### src/verilog/bus_pkg.sv
`default_nettype none

package bus_pkg;

	// data path and word addressing of the peripheral bus
	localparam int ARCH_BITS = 32;
	localparam int ADDR_BITS = 30;
	localparam int SEL_BITS  = ARCH_BITS / 8;

	typedef logic [ARCH_BITS-1:0] pi_data_t;
	typedef logic [ADDR_BITS-1:0] pi_addr_t;
	typedef logic [SEL_BITS-1:0]  pi_sel_t;

	// op code is held by the master until the one-cycle ready
	// OP_RW returns the old word and writes the new one
	typedef enum logic [1:0] {
		 OP_NOP = 2'b00
		,OP_WR  = 2'b01
		,OP_RD  = 2'b10
		,OP_RW  = 2'b11
	} pi_op_e;

endpackage

`default_nettype wire

### src/verilog/soc_pkg.sv
`default_nettype none

package soc_pkg;

	// four fixed 4 KB slots, picked by word address bits 11:10
	localparam int SLOT_COUNT     = 4;
	localparam int SLOT_WORDS     = 1024;
	localparam int SLOT_BITS      = $clog2(SLOT_COUNT);
	localparam int SLOT_OFFS_BITS = $clog2(SLOT_WORDS);

	typedef logic [SLOT_BITS-1:0] slot_t;

	localparam slot_t SLOT_DEVTBL = 2'd0;
	localparam slot_t SLOT_GPIO   = 2'd1;
	localparam slot_t SLOT_NONE_A = 2'd2;
	localparam slot_t SLOT_NONE_B = 2'd3;

	// ids and map sizes listed in the device table
	localparam int DEV_ID_DEVTBL = 7;
	localparam int DEV_ID_GPIO   = 6;
	localparam int MAPSZ_DEVTBL  = SLOT_WORDS;
	localparam int MAPSZ_GPIO    = 2;

	// last word of the device table slot
	localparam int DEVTBL_CTRL_WORD = 1023;

	localparam int GPIO_COUNT = 8;
	typedef logic [GPIO_COUNT-1:0] gpio_t;

	localparam int RST_HOLD_CYCLES = 16;
	typedef logic [4:0] rst_cnt_t;

	// encoding matches bits 1:0 written to the control word
	typedef enum logic [1:0] {
		 REQ_NONE     = 2'd0
		,REQ_POWEROFF = 2'd1
		,REQ_WARM     = 2'd2
		,REQ_COLD     = 2'd3
	} rst_req_e;

endpackage

`default_nettype wire

### src/verilog/pi_bus_if.sv
`timescale 1ns/1ps
`default_nettype none

interface pi_bus_if;
	import bus_pkg::*;

	pi_op_e   op;
	// word offset inside the slot
	pi_addr_t addr;
	pi_data_t wdata;
	pi_sel_t  sel;
	pi_data_t rdata;
	logic     rdy;

	modport master (
		 output op
		,output addr
		,output wdata
		,output sel
		,input  rdata
		,input  rdy
	);

	modport slave (
		 input  op
		,input  addr
		,input  wdata
		,input  sel
		,output rdata
		,output rdy
	);

endinterface

`default_nettype wire

### src/verilog/bus_decoder.sv
`timescale 1ns/1ps
`default_nettype none

module bus_decoder (
	 input  wire               clk100mhz_i
	,input  wire               periph_rst_i
	,input  wire bus_pkg::pi_op_e   pi_op_i
	,input  wire bus_pkg::pi_addr_t pi_addr_i
	,input  wire bus_pkg::pi_data_t pi_wdata_i
	,input  wire bus_pkg::pi_sel_t  pi_sel_i
	,output bus_pkg::pi_data_t pi_rdata_o
	,output logic              pi_rdy_o
	,pi_bus_if.master          devtbl_bus
	,pi_bus_if.master          gpio_bus
);
	import bus_pkg::*;
	import soc_pkg::*;

	typedef enum logic [1:0] {IDLE, ISSUE, WAIT, RESPOND} state_e;

	state_e   state_q;
	pi_op_e   op_q;
	pi_addr_t offs_q;
	pi_data_t wdata_q;
	pi_sel_t  sel_q;
	slot_t    slot_q;
	logic     dflt_q;
	pi_data_t rdata_q;

	slot_t    req_slot;
	logic     slot_empty;
	logic     req_dflt;
	logic     bus_active;
	logic     slave_rdy;
	pi_data_t slave_rdata;

	assign req_slot = pi_addr_i[SLOT_OFFS_BITS +: SLOT_BITS];

	always_comb begin
		case (req_slot)
			SLOT_NONE_A, SLOT_NONE_B: slot_empty = 1'b1;
			default: slot_empty = 1'b0;
		endcase
	end

	// anything above the four slots lands on the default slave
	assign req_dflt = slot_empty || (|pi_addr_i[ADDR_BITS-1:SLOT_OFFS_BITS+SLOT_BITS]);

	always_ff @(posedge clk100mhz_i) begin
		if (periph_rst_i) begin
			state_q <= IDLE;
		end else begin
			case (state_q)
				IDLE: begin
					if (pi_op_i != OP_NOP) begin
						state_q <= ISSUE;
					end
				end
				ISSUE: begin
					state_q <= dflt_q ? RESPOND : WAIT;
				end
				WAIT: begin
					if (slave_rdy) begin
						state_q <= RESPOND;
					end
				end
				default: begin
					state_q <= IDLE;
				end
			endcase
		end
	end

	// request is sampled while idle and held for the whole access
	always_ff @(posedge clk100mhz_i) begin
		if (state_q == IDLE) begin
			op_q    <= pi_op_i;
			offs_q  <= pi_addr_t'(pi_addr_i[SLOT_OFFS_BITS-1:0]);
			wdata_q <= pi_wdata_i;
			sel_q   <= pi_sel_i;
			slot_q  <= req_slot;
			dflt_q  <= req_dflt;
		end
		if (state_q == ISSUE && dflt_q) begin
			rdata_q <= '0;
		end else if (state_q == WAIT && slave_rdy) begin
			rdata_q <= slave_rdata;
		end
	end

	// only the selected slave ever sees a live op
	assign bus_active = (state_q == ISSUE || state_q == WAIT) && !dflt_q;

	assign devtbl_bus.op    = (bus_active && slot_q == SLOT_DEVTBL) ? op_q : OP_NOP;
	assign devtbl_bus.addr  = offs_q;
	assign devtbl_bus.wdata = wdata_q;
	assign devtbl_bus.sel   = sel_q;

	assign gpio_bus.op    = (bus_active && slot_q == SLOT_GPIO) ? op_q : OP_NOP;
	assign gpio_bus.addr  = offs_q;
	assign gpio_bus.wdata = wdata_q;
	assign gpio_bus.sel   = sel_q;

	assign slave_rdy   = (slot_q == SLOT_GPIO) ? gpio_bus.rdy : devtbl_bus.rdy;
	assign slave_rdata = (slot_q == SLOT_GPIO) ? gpio_bus.rdata : devtbl_bus.rdata;

	assign pi_rdy_o   = (state_q == RESPOND);
	assign pi_rdata_o = rdata_q;

	a_rdy_single: assert property (@(posedge clk100mhz_i) pi_rdy_o |=> !pi_rdy_o);

endmodule

`default_nettype wire

### src/verilog/dev_table.sv
`timescale 1ns/1ps
`default_nettype none

module dev_table (
	 input  wire              clk100mhz_i
	,input  wire              rst_p
	,pi_bus_if.slave          bus
	,output soc_pkg::rst_req_e rst_req_o
);
	import bus_pkg::*;
	import soc_pkg::*;

	logic [1:0] ctrl_q;
	logic       rdy_q;
	pi_data_t   rdata_q;
	logic       access;
	logic       ctrl_hit;
	logic       ctrl_wr;
	pi_data_t   table_word;

	function automatic pi_data_t slot_id(input slot_t slot);
		case (slot)
			SLOT_DEVTBL: return pi_data_t'(DEV_ID_DEVTBL);
			SLOT_GPIO: return pi_data_t'(DEV_ID_GPIO);
			default: return '0;
		endcase
	endfunction

	function automatic pi_data_t slot_mapsz(input slot_t slot);
		case (slot)
			SLOT_DEVTBL: return pi_data_t'(MAPSZ_DEVTBL);
			SLOT_GPIO: return pi_data_t'(MAPSZ_GPIO);
			default: return '0;
		endcase
	endfunction

	// the op stays up during the ready cycle so it only counts once
	assign access   = (bus.op != OP_NOP) && !rdy_q;
	assign ctrl_hit = (bus.addr == pi_addr_t'(DEVTBL_CTRL_WORD));
	assign ctrl_wr  = access && ctrl_hit && bus.sel[0] &&
		(bus.op == OP_WR || bus.op == OP_RW);

	// even word is the slot id, odd word its map size
	always_comb begin
		table_word = '0;
		if (ctrl_hit) begin
			table_word = pi_data_t'(ctrl_q);
		end else if (bus.addr < pi_addr_t'(2 * SLOT_COUNT)) begin
			if (bus.addr[0]) begin
				table_word = slot_mapsz(bus.addr[SLOT_BITS:1]);
			end else begin
				table_word = slot_id(bus.addr[SLOT_BITS:1]);
			end
		end
	end

	always_ff @(posedge clk100mhz_i) begin
		if (rst_p) begin
			rdy_q     <= 1'b0;
			ctrl_q    <= '0;
			rst_req_o <= REQ_NONE;
		end else begin
			rdy_q     <= access;
			rst_req_o <= REQ_NONE;
			if (ctrl_wr) begin
				ctrl_q    <= bus.wdata[1:0];
				rst_req_o <= rst_req_e'(bus.wdata[1:0]);
			end
		end
	end

	// read data is taken before the write so OP_RW sees the old value
	always_ff @(posedge clk100mhz_i) begin
		if (access) begin
			rdata_q <= table_word;
		end
	end

	assign bus.rdy   = rdy_q;
	assign bus.rdata = rdata_q;

	a_req_pulse: assert property (@(posedge clk100mhz_i) disable iff (rst_p)
		(rst_req_o != REQ_NONE) |=> (rst_req_o == REQ_NONE));

endmodule

`default_nettype wire

### src/verilog/gpio_port.sv
`timescale 1ns/1ps
`default_nettype none

module gpio_port (
	 input  wire                 clk100mhz_i
	,input  wire                 periph_rst_i
	,input  wire soc_pkg::gpio_t gp_i
	,pi_bus_if.slave             bus
	,output soc_pkg::gpio_t      gp_o
);
	import bus_pkg::*;
	import soc_pkg::*;

	gpio_t    out_q;
	gpio_t    sync0_q;
	gpio_t    sync1_q;
	logic     rdy_q;
	pi_data_t rdata_q;
	logic     access;
	logic     out_wr;
	pi_data_t rd_word;

	// pins are asynchronous to the bus clock
	always_ff @(posedge clk100mhz_i) begin
		sync0_q <= gp_i;
		sync1_q <= sync0_q;
	end

	assign access = (bus.op != OP_NOP) && !rdy_q;
	assign out_wr = access && (bus.addr == '0) && bus.sel[0] &&
		(bus.op == OP_WR || bus.op == OP_RW);

	// word 0 output register, word 1 synchronised inputs
	always_comb begin
		case (bus.addr)
			pi_addr_t'(0): rd_word = pi_data_t'(out_q);
			pi_addr_t'(1): rd_word = pi_data_t'(sync1_q);
			default: rd_word = '0;
		endcase
	end

	always_ff @(posedge clk100mhz_i) begin
		if (periph_rst_i) begin
			rdy_q <= 1'b0;
			out_q <= '0;
		end else begin
			rdy_q <= access;
			if (out_wr) begin
				out_q <= bus.wdata[GPIO_COUNT-1:0];
			end
		end
	end

	always_ff @(posedge clk100mhz_i) begin
		if (access) begin
			rdata_q <= rd_word;
		end
	end

	assign bus.rdy   = rdy_q;
	assign bus.rdata = rdata_q;
	assign gp_o      = out_q;

endmodule

`default_nettype wire

### src/verilog/reset_seq.sv
`timescale 1ns/1ps
`default_nettype none

module reset_seq (
	 input  wire                    clk100mhz_i
	,input  wire                    rst_p
	,input  wire soc_pkg::rst_req_e rst_req_i
	,output logic                   periph_rst_o
);
	import soc_pkg::*;

	rst_cnt_t cnt_q;
	logic     off_q;
	logic     reload;

	// cold and warm requests both restart the countdown
	assign reload = rst_p || (rst_req_i == REQ_WARM) || (rst_req_i == REQ_COLD);

	always_ff @(posedge clk100mhz_i) begin
		if (reload) begin
			cnt_q <= rst_cnt_t'(RST_HOLD_CYCLES);
		end else if (cnt_q != '0) begin
			cnt_q <= cnt_q - 1'b1;
		end
	end

	// power-off holds the peripherals until the next board reset
	always_ff @(posedge clk100mhz_i) begin
		if (rst_p) begin
			off_q <= 1'b0;
		end else if (rst_req_i == REQ_POWEROFF) begin
			off_q <= 1'b1;
		end
	end

	assign periph_rst_o = rst_p || (cnt_q != '0) || off_q;

	a_off_holds: assert property (@(posedge clk100mhz_i)
		(off_q && !rst_p) |=> periph_rst_o);

endmodule

`default_nettype wire

### src/verilog/soc_top.sv
`timescale 1ns/1ps
`default_nettype none

module soc_top (
	 input  wire                    clk100mhz_i
	,input  wire                    rst_p
	,input  wire bus_pkg::pi_op_e   pi_op_i
	,input  wire bus_pkg::pi_addr_t pi_addr_i
	,input  wire bus_pkg::pi_data_t pi_wdata_i
	,input  wire bus_pkg::pi_sel_t  pi_sel_i
	,input  wire soc_pkg::gpio_t    gp_i
	,output bus_pkg::pi_data_t      pi_rdata_o
	,output logic                   pi_rdy_o
	,output soc_pkg::gpio_t         gp_o
	,output logic                   periph_rst_o
);
	import soc_pkg::*;

	rst_req_e rst_req;
	logic     periph_rst;

	pi_bus_if devtbl_bus ();
	pi_bus_if gpio_bus ();

	bus_decoder decoder (
		 .clk100mhz_i  (clk100mhz_i)
		,.periph_rst_i (periph_rst)
		,.pi_op_i      (pi_op_i)
		,.pi_addr_i    (pi_addr_i)
		,.pi_wdata_i   (pi_wdata_i)
		,.pi_sel_i     (pi_sel_i)
		,.pi_rdata_o   (pi_rdata_o)
		,.pi_rdy_o     (pi_rdy_o)
		,.devtbl_bus   (devtbl_bus.master)
		,.gpio_bus     (gpio_bus.master)
	);

	// stays on the board reset so it can issue the next request
	dev_table devtbl (
		 .clk100mhz_i (clk100mhz_i)
		,.rst_p       (rst_p)
		,.bus         (devtbl_bus.slave)
		,.rst_req_o   (rst_req)
	);

	gpio_port gpio (
		 .clk100mhz_i  (clk100mhz_i)
		,.periph_rst_i (periph_rst)
		,.gp_i         (gp_i)
		,.bus          (gpio_bus.slave)
		,.gp_o         (gp_o)
	);

	reset_seq rstseq (
		 .clk100mhz_i  (clk100mhz_i)
		,.rst_p        (rst_p)
		,.rst_req_i    (rst_req)
		,.periph_rst_o (periph_rst)
	);

	assign periph_rst_o = periph_rst;

endmodule

`default_nettype wire
### config.mk
export PLATFORM = sky130hd
export DESIGN_NAME = soc_top
export DESIGN_NICKNAME = d
export VERILOG_FILES = /design/src/verilog/bus_pkg.sv /design/src/verilog/soc_pkg.sv /design/src/verilog/pi_bus_if.sv /design/src/verilog/bus_decoder.sv /design/src/verilog/dev_table.sv /design/src/verilog/gpio_port.sv /design/src/verilog/reset_seq.sv /design/src/verilog/soc_top.sv
export SDC_FILE = /design/constraint.sdc
export NUM_CORES = 1
export LEC_CHECK = 0
export BUFFER_PORTS_ARGS = -buffer_cell sky130_fd_sc_hd__buf_4
export CELL_PAD_IN_SITES_DETAIL_PLACEMENT = 1
export CELL_PAD_IN_SITES_GLOBAL_PLACEMENT = 1
export CORE_UTILIZATION = 40
export DETAILED_ROUTE_END_ITERATION = 12
export GPL_TIMING_DRIVEN = 0
export PLACE_DENSITY = 0.87
export SYNTH_ARGS = -nofsm -noshare
export SYNTH_HDL_FRONTEND = slang
export SYNTH_SLANG_ARGS = --single-unit
### constraint.sdc
create_clock -name clk100mhz_i -period 5.9 [get_ports clk100mhz_i]
set_clock_uncertainty 0.15 [all_clocks]
set_input_delay 0 -clock clk100mhz_i [delete_from_list [all_inputs] [get_ports clk100mhz_i]]
set_output_delay 0 -clock clk100mhz_i [all_outputs]
set_load 0.02 [all_outputs]
==> flow_metrics.py <==
metrics = {
    "status": {
        "outcome": "finished, final reports clean",
    },
    "drt": {
        "dr_total_vias": 2499,
        "wl_per_cell_um": 16.9,
        "drc": 0,
        "final_antenna_net_count": 0,
        "totalWireLength_um": 8560,
        "dr.pass1.iters": 4,
        "drtIter0Drc": 91,
        "viasPerCell": 4.93,
    },
    "timing": {
        "hold_viol_final": 0,
        "setup_violations": 0,
        "fin_setup_tns_ns": 0,
        "finalCritPeriodShare_pct": 45.8,
        "fmax_ghz": 0.370,
        "slew_headroom_pct": 18.4,
        "rsz0062_at_grt": "false",
        "timing_max_transition_violations_final": 0,
        "fin_crit_ns": 2.70,
        "worst_pin_slew_ns": 1.22,
        "fin_ws_ns": 3.20,
        "fin_hold_ws_ns": 0.126,
    },
    "logic_synthesis": {
        "yosysSeqAreaShare_pct": 62.9,
        "synthMostInstantiatedCell": "dfxtp_1",
        "ys_async_sr_fraction_pct": 0,
        "netlist-cell-type-count": 41,
        "synth_top_area_share_pct": 33.6,
        "postSynthCellCount": 264,
        "synth_ff_type": "dfxtp_1",
        "synth_enable_flop_cells": 36,
        "synthTopCellsByArea": "edfxtp_1, dfxtp_1, buf_4",
        "netlist_area_um2": 3210,
        "yosysWarnings": 0,
        "synthTopCellsByCount": "dfxtp_1, edfxtp_1, buf_4",
        "syn-mean-instance-area_um2": 12.2,
        "synth_area_leader_cell": "edfxtp_1",
        "ys_ff_latch": 83,
    },
    "layout": {
        "multi_input_area_um2": 998,
        "stdcell_area_um2": 4470,
        "drive_gt1_share_pct": 30.9,
        "finalNetCount": 483,
        "final_core_util_pct": 57.6,
        "antenna_cells": 0,
        "area_delta_synth_final_pct": 39.3,
        "fillCellCount": 810,
        "seq_area_um2": 2020,
    },
    "setup_path": {
        "path_max_fanout": 8,
        "crit_path_end_kind": "flip-flop",
        "cp-start-kind": "flip-flop",
        "crit_required_ns": 5.72,
        "arrival_ns": 2.52,
        "crit_type": "flip-flop to flip-flop",
        "r2r_cells": 5,
    },
    "cts": {
        "htreeDepth": 3,
        "cts_tree": "yes",
        "holdBufCountCts": 34,
        "cts_setup_buffers": 0,
        "cts.sinks": 83,
        "cts_resized": 0,
        "cts-root-buf": "clkbuf_8",
        "ctsLongestPathBuffers": 2,
        "cts_inserted_buffers": 9,
        "clk_pin_slew_worst_paths_ns": 0.10,
        "clock_latency_ns": 0.36,
    },
    "worst_hold_path": {
        "hold_depth": 2,
        "hold_path_class": "input pin to flip-flop",
    },
    "grt": {
        "grt_max_degree": 27,
        "grt_pass1_wl_um": 13600,
        "first_global_vias": 2710,
        "antenna_found_initial": 0,
        "grt-ovfl-total": 0,
        "gr-usage-all-layers_pct": 21.3,
    },
    "power": {
        "leakagePower_nw": 1.88,
        "p_sw_share_pct": 27.9,
        "power.density_nw_per_um2": 279,
        "combinationalPowerShare_pct": 13.7,
        "p_int_mw": 0.899,
        "power_switching_mw": 0.348,
        "seqPwrFrac_pct": 54.2,
        "ir_drop_v": 0.000168,
        "p_clk_share_pct": 32.1,
    },
    "floorplan": {
        "die_h_um": 91.6,
        "start_util_pct": 41.4,
        "coreArea_um2": 7770,
        "dieWidth_um": 91.6,
        "io_pins": 120,
        "row_count": 32,
        "die_area_um2": 8400,
    },
    "placed_design": {
        "placed_area_um2": 3940,
        "place_ws_ns": 3.13,
        "gp_congestion": 0.741,
        "port_buffers": 69,
        "dp_hpwl_um": 5120,
    },
    "job": {
        "drv_cap": 0,
    },
}
[placed cells by master, fill, tap and decap left out, types with 3 or more instances in the layout]
cell type / count
a21oi_1: 21
a22o_1: 8
a311oi_1: 3
buf_4: 94
buf_6: 3
clkbuf_8: 10
conb_1: 23
dfxtp_1: 47
dlygate4sd3_1: 34
edfxtp_1: 36
ha_1: 5
inv_1: 6
mux2i_1: 5
nand2_1: 9
nand2b_1: 5
nand3_1: 9
nand4_1: 10
nor2_1: 9
nor3_1: 6
nor4_1: 5
o21ai_0: 18
xnor2_1: 3
[cell type report]
| class | count | area share [%] |
|---|---|---|
| Sequential cell | 83 | 45.2 |
| Multi-Input combinational cell | 164 | 22.3 |
| Timing Repair Buffer | 103 | 19.2 |
| Buffer | 33 | 5.65 |
| Tap cell | 102 | 2.85 |
| Clock buffer | 9 | 2.77 |
| Clock inverter | 7 | 1.54 |
| Inverter | 6 | 0.503 |
[per-layer routing]
layer | share of wire [%] | wire, um | vias to the layer above | track usage (%)
li1 | - | - | 1194 | -
met1 | 40 | 3450 | 1173 | 23.7
met2 | 51 | 4370 | 108 | 38.0
met3 | 6.3 | 536 | 24 | 5.64
met4 | 2.3 | 199 | 0 | 9.52
met5 | 0 | 0 | - | 0
[registers in the layout, indices dropped and copies added (netlist names), 4 cells and up]
| signal | count |
|---|---|
| decoder.devtbl_bus.addr | 10 |
| decoder.devtbl_bus.wdata | 8 |
| decoder.pi_rdata_o | 9 |
| devtbl.bus.rdata | 4 |
| gpio.bus.rdata | 8 |
| gpio.gp_o | 8 |
| gpio.sync0_q | 8 |
| gpio.sync1_q | 8 |
| rstseq.cnt_q | 5 |
[worst max-delay path: stages, from the launching register on]
cell,delay [ns]
dfxtp_1,0.39
inv_1,0.08
ha_1,0.30
nor2b_1,0.26
o21ai_0,0.22
nor3_1,0.93
[kinds of logic (layout without fill, tap and decap cells)]
| group | after synthesis | count (layout) | share of synthesized area (%) |
|---|---|---|---|
| AO/OA/AOI/OAI | 53 | 53 | 10.0 |
| flip-flops | 83 | 83 | 62.9 |
| AND/OR/NAND/NOR | 75 | 75 | 14.1 |
| XOR/XNOR | 3 | 3 | 0.818 |
| other | 1 | 23 | 0.117 |
| multiplexers | 5 | 5 | 1.56 |
| buffers and inverters | 39 | 158 | 8.57 |
| adder cells (fa/ha/maj) | 5 | 5 | 1.95 |
[through the flow]
stage                     power, mW  instances
final                          1.25        507
after global routing           1.30        507
after CTS                      1.24        507
after detailed placement      0.836        457
after global placement        0.825        457
after floorplan               0.781        286
[final timing paths]
path,from,end,slack [ns]
worst max-delay path,decoder.state_q[0],gpio.bus.rdata[1],3.20
worst min-delay path,gp_i[4],gpio.sync0_q[4],0.13
worst max register to register,decoder.state_q[0],gpio.bus.rdata[1],3.20
worst min register to register,gpio.sync0_q[0],gpio.sync1_q[0],0.19
[power by group through the flow]
stage,logic (mW),clock network [mW],registers [mW]
finish,0.171,0.400,0.675
global route,0.189,0.436,0.678
CTS,0.169,0.402,0.673
detailed placement,0.150,0,0.686
global placement,0.143,0,0.682
floorplan,0.106,0,0.676
No activity file was read; power rests on OpenSTA's default activity.
